===== src/prog.hex =====
// Instruction words, two per line, in word address order
// Trailing comment gives the word index of the first word and what the pair holds
24010001 24020002   // 0  addiu, addiu
00221821 08000008   // 2  addu, j 8
24040004 24050005   // 4  skipped by the j
24060006 24070007   // 6
3C08ABCD 14220006   // 8  lui, bne +6 to 15
35080001 0C000014   // 10 ori, jal 20
240C000C 240D000D   // 12 skipped by the jal
240E000E 1022FFFD   // 14 beq back to 12
24100010 08000014   // 16 j 20
24120012 24130013   // 18
24140014 18600004   // 20 jal target, blez +4 to 25
1C60FFFE 24170017   // 22 bgtz back to 20
08000020 24190019   // 24 j 32, blez target
241A001A 0480FFF9   // 26 bltz back to 20
08000024 241D001D   // 28 b target, j 36
241E001E 241F001F   // 30
24210020 24220021   // 32
1000FFFA 24230023   // 34 b back to 28, skipped word
24240024 04110005   // 36 bal +5 to 42
24260026 24270027   // 38 skipped by the bal
24280028 24290029   // 40
14A00003 242B002B   // 42 bne +3 to 45
04810002 242D002D   // 44 bgez +2 to 46
04900003 242F002F   // 46 bltzal +3 to 49
04910002 24310031   // 48 bgezal conditional +2 to 50
1C600002 24330033   // 50 bgtz +2 to 52
00A0F809 24350035   // 52 jalr, then words only reached through jalr
24360036 24370037   // 54
24380038 24390039   // 56
243A003A 243B003B   // 58
243C003C 243D003D   // 60
243E003E 08000000   // 62 j back to 0

===== src/mipsPkg.sv =====
package mipsPkg;

    //////////////////////////////
    // Primary opcode
    //////////////////////////////

    // Only the codes the front end cares about
    typedef enum logic [5:0] {
        SPECIAL = 6'b000000,    // Funct field picks the op
        REGIMM  = 6'b000001,    // Rt field picks the op
        J       = 6'b000010,
        JAL     = 6'b000011,
        BEQ     = 6'b000100,    // B when rs and rt are both zero
        BNE     = 6'b000101,
        BLEZ    = 6'b000110,    // Rt must be zero
        BGTZ    = 6'b000111     // Rt must be zero
    } opcodeE;

    //////////////////////////////
    // REGIMM rt field
    //////////////////////////////

    typedef enum logic [4:0] {
        BLTZ   = 5'b00000,
        BGEZ   = 5'b00001,
        BLTZAL = 5'b10000,
        BGEZAL = 5'b10001       // BAL when rs is zero
    } regimmE;

    // SPECIAL function code for JALR
    localparam logic [5:0] FunctJalr = 6'b001001;

    //////////////////////////////
    // Field positions
    //////////////////////////////

    localparam int OpHi    = 31;    // Primary opcode
    localparam int OpLo    = 26;
    localparam int RsHi    = 25;    // Rs ends just above RtHi
    localparam int RtHi    = 20;
    localparam int RtLo    = 16;
    localparam int FunctHi = 5;     // Funct starts at bit 0
    localparam int ImmHi   = 15;    // 16-bit offset, also the sign bit
    localparam int IdxHi   = 25;    // 26-bit jump index

endpackage


===== src/fetchPkg.sv =====
package fetchPkg;

    //////////////////////////////
    // Sizes
    //////////////////////////////

    localparam int QueueDepth = 4;                      // Power of two, pointers wrap
    localparam int QueuePtrW  = $clog2(QueueDepth);
    localparam int RomWords   = 64;
    localparam int RomAddrW   = $clog2(RomWords);       // Word index bits

    localparam logic [31:0] ResetPc = 32'h0000_0000;    // First fetch after reset

    //////////////////////////////
    // Predecode result
    //////////////////////////////

    typedef struct packed {
        logic        isJ;           // Must redirect
        logic        isBr;          // Conditional, backend resolves
        logic        jr;            // No sequential fetch after this one
        logic        needsTarget;   // JALR, target comes from backend
        logic [31:0] target;        // Static target, zero if none
    } predecodeT;

    //////////////////////////////
    // Queue payload
    //////////////////////////////

    typedef struct packed {
        logic [31:0] pc;
        logic [31:0] inst;
        predecodeT   pd;
    } fetchEntryT;

    // Backend redirect request
    typedef struct packed {
        logic        valid;
        logic [31:0] target;
    } redirectT;

endpackage


===== src/predecoder.sv =====
`timescale 1ns/1ps

module predecoder import mipsPkg::*, fetchPkg::*; (
    input  logic [31:0] inst,
    input  logic [31:0] pc,
    input  logic        valid,
    output predecodeT   pd
);

    opcodeE      op;
    regimmE      rtCode;
    logic [4:0]  rs;
    logic [4:0]  rt;
    logic [31:0] brTarget;
    logic [31:0] jTarget;

    // Field extraction
    assign op     = opcodeE'(inst[OpHi:OpLo]);
    assign rs     = inst[RsHi:RtHi+1];
    assign rt     = inst[RtHi:RtLo];
    assign rtCode = regimmE'(rt);

    // PC relative, no delay slot so base is the branch itself
    assign brTarget = pc + {{14{inst[ImmHi]}}, inst[ImmHi:0], 2'b00};
    // Region jump, upper PC bits kept
    assign jTarget  = {pc[31:28], inst[IdxHi:0], 2'b00};

    always_comb begin
        pd = '0;                                // Plain word or no response
        if (valid) begin
            case (op)
                J, JAL: begin                   // Quick redirect
                    pd.isJ    = 1'b1;
                    pd.jr     = 1'b1;
                    pd.target = jTarget;
                end
                BEQ: begin
                    pd.target = brTarget;
                    if (rs == '0 && rt == '0) begin
                        pd.isJ = 1'b1;          // B, always taken
                        pd.jr  = 1'b1;
                    end else begin
                        pd.isBr = 1'b1;
                    end
                end
                BNE: begin
                    pd.isBr   = 1'b1;
                    pd.target = brTarget;
                end
                BLEZ, BGTZ: begin
                    if (rt == '0) begin         // Other rt values are not branches
                        pd.isBr   = 1'b1;
                        pd.target = brTarget;
                    end
                end
                REGIMM: begin
                    case (rtCode)
                        BGEZAL: begin
                            pd.target = brTarget;
                            if (rs == '0) begin
                                pd.isJ = 1'b1;  // BAL
                                pd.jr  = 1'b1;
                            end else begin
                                pd.isBr = 1'b1;
                            end
                        end
                        BLTZ, BGEZ, BLTZAL: begin
                            pd.isBr   = 1'b1;
                            pd.target = brTarget;
                        end
                        default: ;              // Traps and the like
                    endcase
                end
                SPECIAL: begin
                    // JALR, target lives in a register
                    if (inst[FunctHi:0] == FunctJalr && rt == '0) begin
                        pd.isJ        = 1'b1;
                        pd.jr         = 1'b1;
                        pd.needsTarget = 1'b1;
                    end
                end
                default: ;
            endcase
        end
    end

endmodule


===== src/pcGen.sv =====
`timescale 1ns/1ps

module pcGen import fetchPkg::*; (
    input  logic        clk,
    input  logic        arstN,
    input  predecodeT   pd,             // Flags low unless respValid
    input  redirectT    beRedirect,
    input  logic        full,           // Queue has no room for one more word
    output logic [31:0] fetchPc,
    output logic        fetchEn,
    output logic [31:0] respPc,
    output logic        respValid,
    output logic        enq,
    output logic        flush
);

    typedef enum logic {
        FETCH,
        WAITTARGET      // Parked behind a JALR
    } stateE;

    stateE       state;
    stateE       stateNext;
    logic [31:0] pcNext;
    logic        pdRedirect;
    logic        kill;

    assign pdRedirect = pd.isJ && !pd.needsTarget;  // Target known at fetch
    assign kill       = beRedirect.valid || pd.isJ; // Word fetched now is wrong path
    assign fetchEn    = (state == FETCH) && !full;
    assign enq        = respValid && !beRedirect.valid;
    assign flush      = beRedirect.valid;           // Queue never sees redirectT

    //////////////////////////////
    // Next PC, backend first
    //////////////////////////////

    always_comb begin
        pcNext    = fetchPc;
        stateNext = state;
        if (beRedirect.valid) begin
            pcNext    = beRedirect.target;
            stateNext = FETCH;                      // Also releases a JALR wait
        end else if (pdRedirect) begin
            pcNext = pd.target;
        end else if (pd.needsTarget) begin
            stateNext = WAITTARGET;
        end else if (fetchEn) begin
            pcNext = fetchPc + 32'd4;
        end
    end

    always_ff @(posedge clk or negedge arstN) begin
        if (!arstN) begin
            fetchPc   <= ResetPc;
            state     <= FETCH;
            respValid <= 1'b0;
        end else begin
            fetchPc   <= pcNext;
            state     <= stateNext;
            respValid <= fetchEn && !kill;          // One bubble on redirect
        end
    end

    // PC of the word the ROM returns next cycle
    always_ff @(posedge clk) begin
        if (fetchEn) begin
            respPc <= fetchPc;
        end
    end

endmodule


===== src/instRom.sv =====
`timescale 1ns/1ps

module instRom import fetchPkg::*; (
    input  logic        clk,
    input  logic [31:0] addr,       // Byte address
    input  logic        en,
    output logic [31:0] rdata
);

    logic [31:0]         mem [RomWords];
    logic [RomAddrW-1:0] wordIdx;

    // Program image
    initial begin
        $readmemh("/design/src/prog.hex", mem);
    end

    // Drop byte offset, upper bits wrap inside the ROM
    assign wordIdx = addr[RomAddrW+1:2];

    //////////////////////////////
    // Synchronous read
    //////////////////////////////

    always_ff @(posedge clk) begin
        if (en) begin
            rdata <= mem[wordIdx];  // Holds last word when idle
        end
    end

endmodule


===== src/fetchQueue.sv =====
`timescale 1ns/1ps

module fetchQueue import fetchPkg::*; (
    input  logic       clk,
    input  logic       arstN,
    input  logic       enq,
    input  fetchEntryT din,
    input  logic       deq,
    input  logic       flush,
    output fetchEntryT head,
    output logic       headValid,
    output logic       full
);

    fetchEntryT           mem [QueueDepth];
    logic [QueuePtrW-1:0] rdPtr;
    logic [QueuePtrW-1:0] wrPtr;
    logic [QueuePtrW:0]   count;
    logic [QueuePtrW:0]   countNext;
    logic                 doEnq;
    logic                 doDeq;

    assign doEnq = enq && !flush;       // Flush wins over enq
    assign doDeq = deq && headValid;    // Deq on empty is ignored

    assign headValid = (count != '0);
    assign head      = mem[rdPtr];

    //////////////////////////////
    // Occupancy
    //////////////////////////////

    always_comb begin
        countNext = count;
        if (flush) begin
            countNext = '0;
        end else begin
            if (doEnq) begin
                countNext = countNext + (QueuePtrW+1)'(1);
            end
            if (doDeq) begin
                countNext = countNext - (QueuePtrW+1)'(1);
            end
        end
    end

    // Level after this cycle, so a deq now frees a slot
    assign full = (countNext == (QueuePtrW+1)'(QueueDepth));

    always_ff @(posedge clk or negedge arstN) begin
        if (!arstN) begin
            rdPtr <= '0;
            wrPtr <= '0;
            count <= '0;
        end else if (flush) begin
            rdPtr <= '0;                // Drop everything younger
            wrPtr <= '0;
            count <= '0;
        end else begin
            if (doEnq) begin
                wrPtr <= wrPtr + 1'b1;  // Wraps at depth
            end
            if (doDeq) begin
                rdPtr <= rdPtr + 1'b1;
            end
            count <= countNext;
        end
    end

    // Entry storage
    always_ff @(posedge clk) begin
        if (doEnq) begin
            mem[wrPtr] <= din;
        end
    end

endmodule


===== src/frontEnd.sv =====
`timescale 1ns/1ps

module frontEnd import fetchPkg::*; (
    input  logic       clk,
    input  logic       arstN,
    input  logic       deq,         // Decoder takes the head entry
    input  redirectT   beRedirect,
    output fetchEntryT head,
    output logic       headValid,
    output logic       full
);

    logic [31:0] fetchPc;
    logic [31:0] respPc;
    logic [31:0] rdata;
    logic        fetchEn;
    logic        respValid;
    logic        enq;
    logic        flush;
    predecodeT   pd;
    fetchEntryT  entry;

    //////////////////////////////
    // Fetch and predecode
    //////////////////////////////

    pcGen u_pcGen (
        .clk        (clk),
        .arstN      (arstN),
        .pd         (pd),
        .beRedirect (beRedirect),
        .full       (full),
        .fetchPc    (fetchPc),
        .fetchEn    (fetchEn),
        .respPc     (respPc),
        .respValid  (respValid),
        .enq        (enq),
        .flush      (flush)
    );

    instRom u_instRom (
        .clk   (clk),
        .addr  (fetchPc),
        .en    (fetchEn),
        .rdata (rdata)
    );

    predecoder u_predecoder (
        .inst  (rdata),
        .pc    (respPc),
        .valid (respValid),
        .pd    (pd)
    );

    // Response plus its predecode
    assign entry = '{pc: respPc, inst: rdata, pd: pd};

    fetchQueue u_fetchQueue (
        .clk       (clk),
        .arstN     (arstN),
        .enq       (enq),
        .din       (entry),
        .deq       (deq),
        .flush     (flush),
        .head      (head),
        .headValid (headValid),
        .full      (full)
    );

endmodule


===== config.mk =====
export PLATFORM = sky130hd
export DESIGN_NAME = frontEnd
export DESIGN_NICKNAME = d
export VERILOG_FILES = /design/src/mipsPkg.sv /design/src/fetchPkg.sv /design/src/predecoder.sv /design/src/pcGen.sv /design/src/instRom.sv /design/src/fetchQueue.sv /design/src/frontEnd.sv
export SDC_FILE = /design/constraint.sdc
export NUM_CORES = 1
export LEC_CHECK = 0
export ABC_CLOCK_PERIOD_IN_PS = 7200
export BUFFER_PORTS_ARGS = -buffer_cell sky130_fd_sc_hd__buf_4
export CAP_MARGIN = 20
export CORE_MARGIN = 1
export CORE_UTILIZATION = 39
export CTS_CLUSTER_SIZE = 12
export DETAILED_ROUTE_END_ITERATION = 8
export GPL_ROUTABILITY_DRIVEN = 0
export RECOVER_POWER = 100
export SYNTH_ARGS = -nofsm -noshare
export SYNTH_HDL_FRONTEND = slang
export SYNTH_SLANG_ARGS = --single-unit

===== constraint.sdc =====
create_clock -name clk -period 7.2 [get_ports clk]
set_input_delay 0 -clock clk [delete_from_list [all_inputs] [get_ports clk]]
set_output_delay 0 -clock clk [all_outputs]
set_load 0.01 [all_outputs]

=== Yosys cells after proc, flatten, opt, wreduce, memory -nomap -nowiden ===
Memory sizes are Yosys's and may differ from the RTL's.
Index checks and enable logic that the tools add are counted.

* Register bits after elaboration: 105
* RAM bits: 400
* Word-level logic and storage cells: 93
* Memories kept: 1

{| class="wikitable"
|+ Memories
! name !! words !! bits a word !! rd ports !! clocked after memory_dff !! wr ports !! RTL line !! RTL
|-
| u_fetchQueue.mem || 4 || 100 || 1 || 0 || 1 || fetchQueue.sv:15 || <nowiki>fetchEntryT mem [QueueDepth];</nowiki>
|}

* Add/sub/neg operators: 6
* Equal/unequal tests: 14
* Muxes and demuxes: 35
* Bitwise gates (word level): 1
* Reductions and logical operators: 28

{| class="wikitable"
|+ Operator list
! cell !! count
|-
| two-way mux 32 bit || 6
|-
| one-hot mux 32 bit (4 select lines) || 1
|-
| two-way mux 36 bit || 1
|-
| adder 32 x 3 -> 32 bit (second input constant) || 1
|-
| adder 32 bit || 1
|-
| equality test 6 x 3 -> 1 bit (second input constant) || 4
|-
| two-way mux 3 bit || 5
|-
| two-way mux 1 bit || 13
|-
| equality test 6 x 2 -> 1 bit (second input constant) || 2
|-
| one-hot mux 1 bit (4 select lines) || 3
|-
| equality test 5 bit (second input constant) || 2
|-
| zero test 5 bit || 2
|-
| two-way mux 2 bit || 5
|-
| logical AND 1 bit || 8
|-
| equality test 6 x 1 -> 1 bit (second input constant) || 1
|-
| equality test 6 x 4 -> 1 bit (second input constant) || 1
|-
| zero test 6 bit || 1
|-
| nonzero test 2 bit || 3
|-
| nonzero test 3 bit || 2
|-
| OR reduction 2 bit || 3
|-
| equality test 5 x 1 -> 1 bit (second input constant) || 1
|-
| adder 2 x 1 -> 2 bit (second input constant) || 2
|-
| zero test 1 bit || 4
|-
| AND reduction 2 bit || 2
|-
| 10 further kinds || 10
|}

=== Logic depth before layout (Yosys ltp) ===
Gate-level depths: netlist of run 1.

* Word-level depth: 15
* Mapped depth: 11
* Gate-level depth less buffers: 10

=== By module ===
Synthesis of run 1 repeated with hierarchy kept, for this count alone.

* Cell total of the unflattened synthesis: 1228
* Area, all modules: 20519.7 um2

{| class="wikitable"
|+ By module, submodules not included
! module !! times used !! cells an instance !! area each (um2) !! sequential area each (um2)
|-
| fetchQueue || 1 || 574 || 14934.3 || 12186.7
|-
| pcGen || 1 || 332 || 3325.7 || 1811.7
|-
| predecoder || 1 || 289 || 2015.7 || 0.0
|-
| instRom || 1 || 33 || 244.0 || 0.0
|}

=== Least setup slack after synthesis of run 1 ===
OpenSTA, ideal clock, no wires.

* Path type: register to register
* Start: register u_fetchQueue.count[0]
* End: register u_pcGen.fetchPc[3]
* Setup time: 0.125 ns
* Data arrival time: 3.458 ns
* Path slack: 3.617 ns
* Stages on the path, launching flop included: 11
* Buffers on the path: 1
* Cells stage by stage: dfrtp_1 inv_1 ha_1 mux2i_1 ha_1 and3_1 a22o_1 buf_4 a21oi_2 mux2_1 mux2_2

* Cells in the longest elaborated chain, start to end: 11
* Elaborated cells between the ends (all ways): 13
* Those cells by class: add/sub (2); eq/ne (1); mux (4); reduce/logical (6)

{| class="wikitable"
|+ RTL lines
! what !! RTL line !! RTL
|-
| from (decl) || fetchQueue.sv:18 || <nowiki>logic [QueuePtrW:0] count;</nowiki>
|-
| from (signal assigned) || fetchQueue.sv:66 || <nowiki>count <= countNext;</nowiki>
|-
| adder 3 x 1 -> 3 bit || fetchQueue.sv:39 || <nowiki>countNext = countNext + (QueuePtrW+1)'(1);</nowiki>
|-
| two-way mux 3 bit || fetchQueue.sv:38 || <nowiki>if (doEnq) begin</nowiki>
|-
| two-way mux 3 bit || fetchQueue.sv:35 || <nowiki>if (flush) begin</nowiki>
|-
| subtractor 3 x 1 -> 3 bit || fetchQueue.sv:42 || <nowiki>countNext = countNext - (QueuePtrW+1)'(1);</nowiki>
|-
| two-way mux 3 bit (*) || fetchQueue.sv:41 || <nowiki>if (doDeq) begin</nowiki>
|-
| two-way mux 3 bit (*) || fetchQueue.sv:35 ||
|-
| equality test 3 bit (*) || fetchQueue.sv:48 || <nowiki>assign full = (countNext == (QueuePtrW+1)'(QueueDepth));</nowiki>
|-
| zero test 1 bit (*) || pcGen.sv:30 || <nowiki>assign fetchEn = (state == FETCH) && !full;</nowiki>
|-
| logical AND 1 bit (*) || pcGen.sv:30 ||
|-
| named net fetchEn || frontEnd.sv:16 || <nowiki>logic fetchEn;</nowiki>
|-
| nonzero test 3 bit (no source line) (*) || -- ||
|-
| AND reduction 2 bit (no source line) (*) || -- ||
|-
| to (signal assigned) || pcGen.sv:55 || <nowiki>fetchPc <= ResetPc;</nowiki>
|-
| to (signal assigned) || pcGen.sv:59 || <nowiki>fetchPc <= pcNext;</nowiki>
|-
| to (decl) || pcGen.sv:9 || <nowiki>output logic [31:0] fetchPc,</nowiki>
|}

Mark *: on every way through the listed nets, which the timed path passes. The rest lies on a longest branch. The select of a mux whose other input is x is not followed.
A chain may end at the register's enable or synchronous reset.

=== Final worst setup path of run 1 ===
* Start: register u_pcGen.respValid
* End: register u_pcGen.fetchPc[3]

* Cells in the longest elaborated chain, start to end: 12
* Elaborated cells between the ends (all ways): 18
* Those cells by class: add/sub (1); eq/ne (2); mux (7); reduce/logical (8)

{| class="wikitable"
|+ RTL lines
! what !! RTL line !! RTL
|-
| from (decl) || pcGen.sv:12 || <nowiki>output logic respValid,</nowiki>
|-
| from (signal assigned) || pcGen.sv:61 || <nowiki>respValid <= fetchEn && !kill;</nowiki>
|-
| logical AND 1 bit (*) || pcGen.sv:31 || <nowiki>assign enq = respValid && !beRedirect.valid;</nowiki>
|-
| logical AND 1 bit (*) || fetchQueue.sv:23 || <nowiki>assign doEnq = enq && !flush;</nowiki>
|-
| two-way mux 3 bit (*) || fetchQueue.sv:38 ||
|-
| two-way mux 3 bit (*) || fetchQueue.sv:35 ||
|-
| subtractor 3 x 1 -> 3 bit || fetchQueue.sv:42 ||
|-
| two-way mux 3 bit (*) || fetchQueue.sv:41 ||
|-
| two-way mux 3 bit (*) || fetchQueue.sv:35 ||
|-
| equality test 3 bit (*) || fetchQueue.sv:48 ||
|-
| zero test 1 bit (*) || pcGen.sv:30 ||
|-
| logical AND 1 bit (*) || pcGen.sv:30 ||
|-
| named net fetchEn || frontEnd.sv:16 ||
|-
| nonzero test 3 bit (no source line) (*) || -- ||
|-
| AND reduction 2 bit (no source line) (*) || -- ||
|}

Marks and branches as above.

==> metrics.md, run 1 <==
| Metric | Value |
|---|---|
| Final setup fails | `0` |
| Core ar. | `21900 um2` |
| Yosys reg bits | `201` |
| Fin. max-slew vios | `207` |
| Internal power | `2.36 mW` |
| Largest cells by area after synthesis | `edfxtp_1, dfrtp_1, mux4_2` |
| Starting density of the core | `40.0%` |
| Max Cap Violations | `6` |
| Combinational share of power | `21.4%` |
| R2r worst-path depth | `11` |
| Worst hold slack | `15.0 ps` |
| Worst path required time | `7570 ps` |
| Inserted Clock Buffers | `21` |
| Post-synthesis sequential area ratio | `66.6%` |
| Worst VDD drop | `0.149 mV` |
| Layout cells sized above 1 | `19.2%` |
| Clk pwr share | `30.5%` |
| Clk_lat worst skew | `490 ps` |
| Final period util | `62.2%` |
| Startpoint Class | `flop` |
| Final Hold Fails | `0` |
| Longest Clk Path Bufs | `3` |
| Setup Skew | `20.9 ps` |
| Post-Syn Area | `8760 um2` |
| Final wirelength | `16200 um` |
| DRT Pass-1 Iters | `4` |
| Slew @ Worst Pin | `2350 ps` |
| H-tree level count | `1` |
| Rel. slew slack | `-57.0%` |
| All-Layer GR Usage | `14.1%` |
| Routed len/inst | `17.5 um` |
| WP data arrival | `4850 ps` |
| Achievable frequency | `223 MHz` |
| Top cell type's share of synthesized area | `54.9%` |
| TNS Setup | `0 ps` |
| RSZ-0062 raised after global routing | `false` |
| Nets | `676` |
| Mapped Cells | `520` |
| Layout area overhead | `14.5%` |
| DRC errors left | `0` |
| Ant. Diodes | `0` |
| CTS clk-pin slew, worst paths | `60 ps` |
| Netlist cell types | `47` |
| Root Driver | `clkbuf_16` |
| DRT iter0 DRCs | `246` |
| Avg Inst Size Synth | `16.8 um2` |
| Post-DRT Antenna Nets | `0` |
| CTS tree | `done` |
| Post-DP HPWL | `9950 um` |
| Layout Utilization | `45.8%` |
| Cell Rows | `54` |
| Die Y | `152 um` |
| Seq pwr share | `48.0%` |
| Die Area | `23100 um2` |
| Area leader, netlist | `edfxtp_1` |
| Routed vias/inst | `4.86` |
| Die extent in x | `152 um` |
| Fill cells | `1962` |
| Hold Path Class | `input port to flop` |
| CP Capture Type | `flop` |
| Vias in the first global route | `4618` |
| Max FO, Critical Path | `23` |
| Failing checks | `capacitance limit, slew limit` |
| Crit path time final | `4480 ps` |
| Crit Path Category | `flop to flop` |
| Worst hold stages | `2` |
| Reg2reg setup slack | `2720 ps` |
| Vias | `4505` |
| CTS sink count | `201` |
| Initial antenna violation count | `0` |
| I/O Buffers | `69` |
| I/O pin count | `138` |
| Switching share of power | `27.8%` |
| Total gr overflow | `0` |
| Largest net degree at the start of global routing | `55` |
| Leakage power | `3.58 nW` |
| Power per cell area | `326 nW/um2` |
| Outcome | `finished with violations` |
| First-pass GRT wire length | `25400 um` |
| Overall power consumption | `3.27 mW` |
| Ys Warns | `0` |
| P_sw | `908 uW` |
[power by group through the flow]
stage / combinational, mW / clock (mW) / sequential, mW
global placement: 0.802 / 0 / 1.58
detailed placement: 0.820 / 0 / 1.59
CTS: 0.836 / 1.03 / 1.57
floorplan: 0.584 / 0 / 1.55
global route: 0.775 / 1.07 / 1.59
finish: 0.701 / 0.998 / 1.57
[worst paths after layout]
| path | startpoint | to |
|---|---|---|
| setup / recovery | u_pcGen.respValid$_DFF_PN0_ | u_pcGen.fetchPc[3]$_DFFE_PN0P_ |
| hold reg to reg | u_pcGen.fetchPc[0]$_DFFE_PN0P_ | u_pcGen.respPc[0]$_DFFE_PP_ |
| setup reg to reg | u_pcGen.respValid$_DFF_PN0_ | u_pcGen.fetchPc[3]$_DFFE_PN0P_ |
| min in group asynchronous | arstN | u_pcGen.fetchPc[28]$_DFFE_PN0P_ |
| max in group asynchronous | arstN | u_fetchQueue.rdPtr[0]$_DFFE_PN0P_ |
| hold / removal | beRedirect[32] | u_fetchQueue.rdPtr[1]$_DFFE_PN0P_ |
[layer usage]
layer	share of wire (%)	vias to the layer above	wire length (um)	GRT usage [%]
met2	50	137	8150	24.3
met1	42	2270	6860	17.9
met4	2.7	0	442	5.14
li1	-	2072	-	-
met5	0	-	0	0
met3	4.5	26	724	2.17
[sequential cells by signal, indices dropped and copies added, names as in the netlist]
signal / cells
u_fetchQueue.count: 3
u_fetchQueue.mem: 128
u_fetchQueue.rdPtr: 2
u_fetchQueue.wrPtr: 2
u_pcGen.fetchPc: 32
u_pcGen.respPc: 32
u_pcGen.respValid: 1
u_pcGen.state: 1
[worst max-delay path, stage by stage (launching register included)]
cell      delay [ps]
dfrtp_1          430
nor2b_1          400
mux2i_1          340
ha_1             210
and4bb_1         210
or3_1            140
a21oi_2           50
clkbuf_1         430
a21oi_1         1050
buf_4            470
mux2_1           360
mux2_2           260
[cell usage in the layout, fill, tap and decap left out, types with 7 or more instances in the layout]
master,Yosys,routed
edfxtp_1,160,160
ha_1,8,8
o21ai_0,6,8
nand4_1,7,7
a2111oi_0,0,18
mux2_2,20,20
clkbuf_16,0,21
conb_1,1,68
xor2_1,20,20
mux4_2,32,32
nand3_1,12,12
buf_4,70,39
dfrtp_1,41,40
inv_1,10,10
clkbuf_1,13,51
nand2_1,20,20
dlygate4sd3_1,0,34
xnor2_1,13,13
[repair_timing]
item / CTS / global route
buffers inserted: 0 / 0
endpoints found under the hold margin: 77 / 0
resized for setup: 0 / 0
setup endpoints to repair: 0 / 0
hold buffers: 34 / 0
[through the flow]
| stage | setup slack, ps | area, um2 | cells |
|---|---|---|---|
| 6_report | 2720 | 10000 | 927 |
| 5_1_grt | 2330 | 10000 | 927 |
| 4_1_cts | 3670 | 10300 | 927 |
| 3_5_place_dp | 3670 | 9350 | 855 |
| 3_3_place_gp | 3830 | 9350 | 855 |
| 2_1_floorplan | 3620 | 9010 | 587 |
[cells by family (layout without fill, tap and decap cells)]
logic type	after synthesis	count (layout)	share of synthesized area, %
DFF	201	201	66.6
buffers and inverters	101	161	7.45
and+or+nand+nor	73	73	4.80
muxes	55	55	11.2
AOI/OAI and AO/OA	48	48	5.52
xor gates and xnor gates	33	33	3.30
adders and majority gates	8	8	1.14
other	1	68	0.0428
[cells in the mapped netlist (all sizes together)]
master,number
edfxtp,160
buf,78
dfrtp,41
mux4,32
mux2,21
nand2,20
xor2,20
a2111oi,18
clkbuf,13
xnor2,13
nand3,12
o21ai,12
inv,10
ha,8
nand4,8
a21oi,7
a211oi,6
and2,6
and3,6
nor2,6
nand2b,3
a2111o,2
mux2i,2
nor2b,2
or2,2
a21boi,1
a22o,1
and4,1
and4bb,1
conb,1
nand3b,1
nand4b,1
nor3b,1
nor4,1
o31a,1
or3,1
or4,1
[area by class of cell]
class	instances	area, um2	share of cell area [%]
Timing Repair Buffer	113	783	7.81
Clock buffer	34	594	5.93
Sequential cell	201	5830	58.1
Clock inverter	4	48.8	0.487
Multi-Input combinational cell	285	2380	23.8
Tap cell	280	350	3.49
Inverter	10	37.5	0.374
No activity file was read; power rests on OpenSTA's default activity.
==> run 2, diff against run 1 <==
ABC_CLOCK_PERIOD_IN_PS = 4600   (was 7200)
clock period = 4.6 ns   (was 7.2 ns; I/O delays follow)
==> metrics.md, run 2 (synthesis results as in run 1) <==
| Metric | Value |
|---|---|
| Outcome | `finished with violations` |
| Failing checks | `capacitance limit, slew limit` |
| Root Driver | `clkbuf_16` |
| Routed len/inst | `17.8 um (+1.7%)` |
| Fin. max-slew vios | `224 (+8.2%)` |
| Die Area | `23100 um2 (unchanged)` |
| Core ar. | `21900 um2 (unchanged)` |
| Hold Path Origin | `beRedirect[32]` |
| DRT Pass-1 Iters | `4 (unchanged)` |
| Crit path time final | `3770 ps (-705 ps)` |
| Worst VDD drop | `0.163 mV (+9.8%)` |
| Placed Area | `9350 um2 (unchanged)` |
| DRC errors left | `0 (unchanged)` |
| Post-route cell area | `10000 um2 (-0.22%)` |
| Max reg flops | `128 (unchanged)` |
| RSZ-0062 raised after global routing | `false` |
| Slew @ Worst Pin | `2310 ps (-45.1 ps)` |
| Vias in the first global route | `4611 (-0.15%)` |
| Setup WS pre-CTS | `1200 ps (-2470 ps)` |
| Post-DRT Antenna Nets | `0 (unchanged)` |
| Power per cell area | `509 nW/um2 (+56%)` |
| CTS sink count | `201 (unchanged)` |
| Ant. Diodes | `0 (unchanged)` |
| Final setup fails | `0 (unchanged)` |
| All-Layer GR Usage | `14.1% (+0.029 points)` |
| Rel. slew slack | `-54.0% (+3.0 points)` |
| Die Y | `152 um (unchanged)` |
| H-tree level count | `1 (unchanged)` |
| Worst hold slack | `38.2 ps (+23.2 ps)` |
| Commonest non-fill, non-tap cell in the layout | `edfxtp_1` |
| TNS Setup | `0 ps (unchanged)` |
| Initial antenna violation count | `0 (unchanged)` |
| Max FO, Critical Path | `34 (+48%)` |
| Total gr overflow | `0 (unchanged)` |
| Max Cap Violations | `7 (+1)` |
| Crit Path Category | `flop to flop` |
| Clk_lat worst skew | `480 ps (about the same)` |
| Layout area overhead | `14.3%` |
| Die extent in x | `152 um (unchanged)` |
| Overall power consumption | `5.09 mW (+56%)` |
| Routed vias/inst | `4.83 (-0.63%)` |
| CP Capture Type | `flop` |
| Post-DP HPWL | `10300 um (+3.2%)` |
| I/O pin count | `138 (unchanged)` |
| Slowest cell on crit path | `clkbuf_2` |
| Achievable frequency | `265 MHz (+19%)` |
| Worst path required time | `4960 ps (-2610 ps)` |
| Cell Rows | `54 (unchanged)` |
| CTS tree | `done` |
| Starting density of the core | `40.0% (unchanged)` |
| DRT iter0 DRCs | `244 (-0.81%)` |
| Final wirelength | `16400 um (+1.5%)` |
| Layout cells sized above 1 | `19.1% (-0.096 points)` |
| Placed insts | `855 (unchanged)` |
| Leakage power | `3.57 nW (-0.27%)` |
| Most flop-heavy register | `u_fetchQueue.mem` |
| Final Non-Filler Cells | `925 (-0.22%)` |
| Final setup margin | `827 ps (-1890 ps)` |
| First-pass GRT wire length | `25400 um (+0.24%)` |
| Vias | `4467 (-0.84%)` |
| Crit path launch | `u_pcGen.respValid$_DFF_PN0_` |
| Critical Path Max Stage Delay | `570 ps (-480 ps)` |
| WP data arrival | `4130 ps (-720 ps)` |
| Most frequent cells in the layout | `edfxtp_1, conb_1, clkbuf_1` |
| Reg2reg start | `u_pcGen.respValid$_DFF_PN0_` |
| Nets | `676 (unchanged)` |
| CTS clk-pin slew, worst paths | `50 ps (about the same)` |
| Final Hold Fails | `0 (unchanged)` |
| Layout Utilization | `45.7% (-0.10 points)` |
| Largest net degree at the start of global routing | `55 (unchanged)` |
| Buffers inserted by post-CTS timing repair | `0 (unchanged)` |
| Hold Path Class | `input port to flop` |
| I/O Buffers | `69 (unchanged)` |
| Setup Skew | `13.9 ps (-6.94 ps)` |
| Final period util | `82.0% (+20 points)` |
| Largest regs | `u_fetchQueue.mem x128, u_pcGen.fetchPc x32, u_pcGen.respPc x32` |
| Startpoint Class | `flop` |
| Inserted Clock Buffers | `21 (unchanged)` |
| Longest Clk Path Bufs | `3 (unchanged)` |
| Crit path cell chain | `nor2b_1 > mux2i_1 > ha_1 > and4bb_1 > or3_1 > a21oi_1 > buf_4 > a21oi_4 > clkbuf_2 > mux2_1 > mux2_2` |
run 2: cell type report:
class / instances / area [um2]
fill: 1966 / 11900
inverter: 10 / 37.5
clock buffer: 32 / 567
multi-input combinational: 285 / 2390
clock inverter: 4 / 45.0
tap: 280 / 350
timing repair buffer: 113 / 785
sequential: 201 / 5830
run 2: worst max-delay path: cells and delay by family, from the launching register on:
| kind | cells | cell delay, ps |
|---|---|---|
| multiplexers | 3 | 970 |
| AND/OR/NAND/NOR | 3 | 940 |
| buffers and inverters | 2 | 860 |
| flip-flops | 1 | 430 |
| adder cells (fa/ha/maj) | 1 | 240 |
| AO/OA/AOI/OAI | 2 | 210 |
run 2: path summary, 6_finish.rpt:
path                                                          end  slack [ps]  depth (start not counted)
worst max register to register     u_pcGen.fetchPc[3]$_DFFE_PN0P_         830                         11
worst min-delay path            u_fetchQueue.wrPtr[0]$_DFFE_PN0P_          40                          2
worst min register to register        u_pcGen.respPc[0]$_DFFE_PP_         440                          0
worst max-delay path               u_pcGen.fetchPc[3]$_DFFE_PN0P_         830                         11
max in group asynchronous       u_fetchQueue.rdPtr[0]$_DFFE_PN0P_        2330                          2
min in group asynchronous       u_fetchQueue.wrPtr[0]$_DFFE_PN0P_         760                          2
run 2: what timing repair did:
| action | 4_1_cts | 5_1_grt |
|---|---|---|
| hold endpoints to repair | 77 | 0 |
| hold buffers | 34 | 0 |
| gates resized for setup | 0 | 0 |
run 2: report_power, final:
| part | total [mW] | leakage, nW | switching (mW) | internal, mW |
|---|---|---|---|---|
| Sequential | 2.49 | 2.00 | 0.194 | 2.29 |
| Clock | 1.53 | 0.298 | 0.624 | 0.902 |
| Combinational | 1.08 | 1.28 | 0.615 | 0.465 |
run 2: per-layer routing:
layer  vias up  GRT usage, %  routed length (um)
li1       2074             -                   -
met2       145          23.7                8000
met4         0          4.81                 345
met1      2225          18.9                7350
met3        23          1.85                 733
met5         -             0                   0
==> run 3, diff against run 2 <==
ABC_AREA = 1   (was unset)
ABC_CLOCK_PERIOD_IN_PS = 3600   (was 4600)
clock period = 3.6 ns   (was 4.6 ns; I/O delays follow)
==> metrics.md, run 3 <==
| Metric | Value |
|---|---|
| Core ar. | `22900 um2 (+4.7%)` |
| Starting density of the core | `40.3% (+0.28 points)` |
| Final period util | `79.3% (-2.7 points)` |
| Cell Rows | `55 (+1.9%)` |
| Asr flop ratio synth | `20.4% (unchanged)` |
| DRT iter0 DRCs | `460 (+89%)` |
| Most flop-heavy register | `u_fetchQueue.mem` |
| Initial antenna violation count | `0 (unchanged)` |
| Die Y | `156 um (+2.6%)` |
| PostCTS Resize Cnt | `0 (unchanged)` |
| Hold Path Origin | `beRedirect[0]` |
| CP Capture Type | `flop` |
| TNS Setup | `0 ps (unchanged)` |
| Vias in the first global route | `5545 (+20%)` |
| Fin. max-slew vios | `224 (unchanged)` |
| Post-DRT Antenna Nets | `0 (unchanged)` |
| First-pass GRT wire length | `30000 um (+18%)` |
| Overall power consumption | `6.70 mW (+31%)` |
| Worst VDD drop | `0.256 mV (+57%)` |
| Die Area | `24300 um2 (+5.3%)` |
| Layout area overhead | `15.4%` |
| Ys Warns | `0 (unchanged)` |
| Slowest cell on crit path | `clkbuf_1` |
| Startpoint Class | `flop` |
| R2r worst-path depth | `3 (-8)` |
| Buffers inserted by post-CTS timing repair | `0 (unchanged)` |
| Inserted Clock Buffers | `22 (+4.8%)` |
| DRC errors left | `0 (unchanged)` |
| Largest net degree at the start of global routing | `66 (+20%)` |
| Worst hold stages | `4 (+2)` |
| Largest regs | `u_fetchQueue.mem x128, u_pcGen.fetchPc x32, u_pcGen.respPc x32` |
| Worst path bufs/invs | `1 (-1)` |
| Achievable frequency | `350 MHz (+32%)` |
| Mapped Cells | `893 (+72%)` |
| Area leader, netlist | `edfxtp_1` |
| Outcome | `finished with violations` |
| Most common cell in the netlist | `nand2_1` |
| Crit path time final | `2850 ps (-919 ps)` |
| Routed len/inst | `14.6 um (-18%)` |
| I/O pin count | `138 (unchanged)` |
| Avg Inst Size Synth | `10.3 um2 (-39%)` |
| Crit path max-delay family | `buffers and inverters` |
| Failing checks | `capacitance limit, slew limit` |
| Final Hold Fails | `0 (unchanged)` |
| Longest Clk Path Bufs | `3 (unchanged)` |
| Reg2reg start | `u_pcGen.respValid$_DFF_PN0_` |
| Hold EP | `u_pcGen.fetchPc[0]$_DFFE_PN0P_` |
| Rel. slew slack | `-53.0% (+1.0 points)` |
| Max Cap Violations | `6 (-1)` |
| Total gr overflow | `0 (unchanged)` |
| Yosys reg bits | `201 (unchanged)` |
| Most instantiated cells after synthesis | `nand2_1, edfxtp_1, nor2_1, o21ai_0, buf_4` |
| Crit path cell chain | `nand2_1 > nor2_2 > clkbuf_1` |
| Final setup fails | `0 (unchanged)` |
| Top FF cell, synth | `edfxtp_1` |
| Setup Skew | `14.0 ps (+0.0957 ps)` |
| Layout cells sized above 1 | `8.23% (-11 points)` |
| CTS clk-pin slew, worst paths | `60 ps (about the same)` |
| Post-synthesis sequential area ratio | `63.2% (-3.4 points)` |
| Die extent in x | `156 um (+2.6%)` |
| Post-DP HPWL | `12300 um (+20%)` |
| Hold Path Class | `input port to flop` |
| Clk_lat worst skew | `490 ps (about the same)` |
| Multi-input gate area | `2810 um2 (+17%)` |
| Root Driver | `clkbuf_16` |
| Max reg flops | `128 (unchanged)` |
| Reg2reg setup slack | `750 ps (-80 ps)` |
| Netlist cell types | `28 (-40%)` |
| Post-CTS Hold Fix Bufs | `35 (+2.9%)` |
| Max FO, Critical Path | `32 (-5.9%)` |
| Fill cells | `2184 (+11%)` |
| Crit Path Category | `flop to flop` |
| Routed vias/inst | `4.67 (-3.2%)` |
| Final wirelength | `19200 um (+17%)` |
| CTS sink count | `201 (unchanged)` |
| Vias | `6174 (+38%)` |
| All-Layer GR Usage | `15.9% (+1.8 points)` |
| WP data arrival | `2910 ps (-1220 ps)` |
| Commonest non-fill, non-tap cell in the layout | `nand2_1` |
| DRT Pass-1 Iters | `7 (+3)` |
| Slew @ Worst Pin | `2290 ps (-15.1 ps)` |
| Number of synthesized flops with an enable pin | `160 (unchanged)` |
| Layout Utilization | `46.5% (+0.77 points)` |
| Largest cells by area after synthesis | `edfxtp_1, dfrtp_1, nand2_1` |
| Power per cell area | `629 nW/um2 (+24%)` |
| Most frequent cells in the layout | `nand2_1, edfxtp_1, nor2_1` |
| Leakage power | `4.20 nW (+18%)` |
| I/O Buffers | `69 (unchanged)` |
| Post-Syn Area | `9230 um2 (+5.4%)` |
| Reg area | `5830 um2 (about the same)` |
| Top cell type's share of synthesized area | `52.1% (-2.8 points)` |
| RSZ-0062 raised after global routing | `false` |
| CTS tree | `done` |
| Nets | `1039 (+54%)` |
| Worst path required time | `3660 ps (-1300 ps)` |
| Ant. Diodes | `0 (unchanged)` |
| Critical Path Max Stage Delay | `1560 ps (+990 ps)` |
| Worst flop-to-flop path endpoint | `u_fetchQueue.mem[3][86]$_DFFE_PP_` |
| H-tree level count | `1 (unchanged)` |
## run 3: worst max-delay path by stage
stage | from | to | slack [ps] | cells past startpoint
after floorplan | u_fetchQueue.wrPtr[0]$_DFFE_PN0P_ | u_fetchQueue.mem[2][68]$_DFFE_PP_ | 1170 | 4
after global placement | u_fetchQueue.count[0]$_DFF_PN0_ | u_pcGen.respPc[22]$_DFFE_PP_ | 1180 | 11
after detailed placement | u_fetchQueue.count[0]$_DFF_PN0_ | u_pcGen.fetchPc[20]$_DFFE_PN0P_ | 1140 | 15
after CTS | u_fetchQueue.count[0]$_DFF_PN0_ | u_pcGen.fetchPc[20]$_DFFE_PN0P_ | 1120 | 15
after global routing | u_pcGen.respValid$_DFF_PN0_ | u_fetchQueue.mem[3][87]$_DFFE_PP_ | 590 | 3
final | u_pcGen.respValid$_DFF_PN0_ | u_fetchQueue.mem[3][86]$_DFFE_PP_ | 750 | 3
## run 3: cell families after synthesis
logic type	share of synthesized area (%)
buf+inv	8.87
simple gates	18.5
other cells	0.0406
xor+xnor	1.33
compound gates	6.98
fa+ha+maj	1.08
flops	63.2
## run 3: layer usage
metal / vias up / global-route usage (%) / part of all wire (%)
li1: 3083 / - / -
met1: 2903 / 22.6 / 46
met2: 166 / 25.6 / 47
met3: 22 / 1.81 / 4.9
met4: 0 / 4.72 / 1.9
met5: - / 0 / 0
## run 3: power breakdown
group	total (mW)	switching, mW	internal, mW
registers	3.35	0.325	3.03
logic	1.21	0.808	0.399
clock network	2.14	0.825	1.32
total	6.70	1.96	4.74
## run 3: area by class of cell
type	instances	share of cell area [%]
Inverter	32	1.13
Multi-Input combinational cell	622	26.3
Clock buffer	28	5.67
Clock inverter	9	0.834
Timing Repair Buffer	116	7.61
Sequential cell	201	54.7
Tap cell	313	3.68
## run 3: through the flow
stage	cells	setup WS [ps]	area [um2]	hold WS, ps
after global routing	1321	588	10700	284
after detailed placement	1249	1140	9790	33.0
final	1321	746	10700	282
after floorplan	960	1170	9480	-296
after CTS	1321	1120	10800	50.5
after global placement	1249	1180	9790	25.2
## run 3: worst min-delay path, delay by kind of cell
family	cells	cell delay, ps
buffers and inverters	2	640
AND/OR/NAND/NOR	2	90
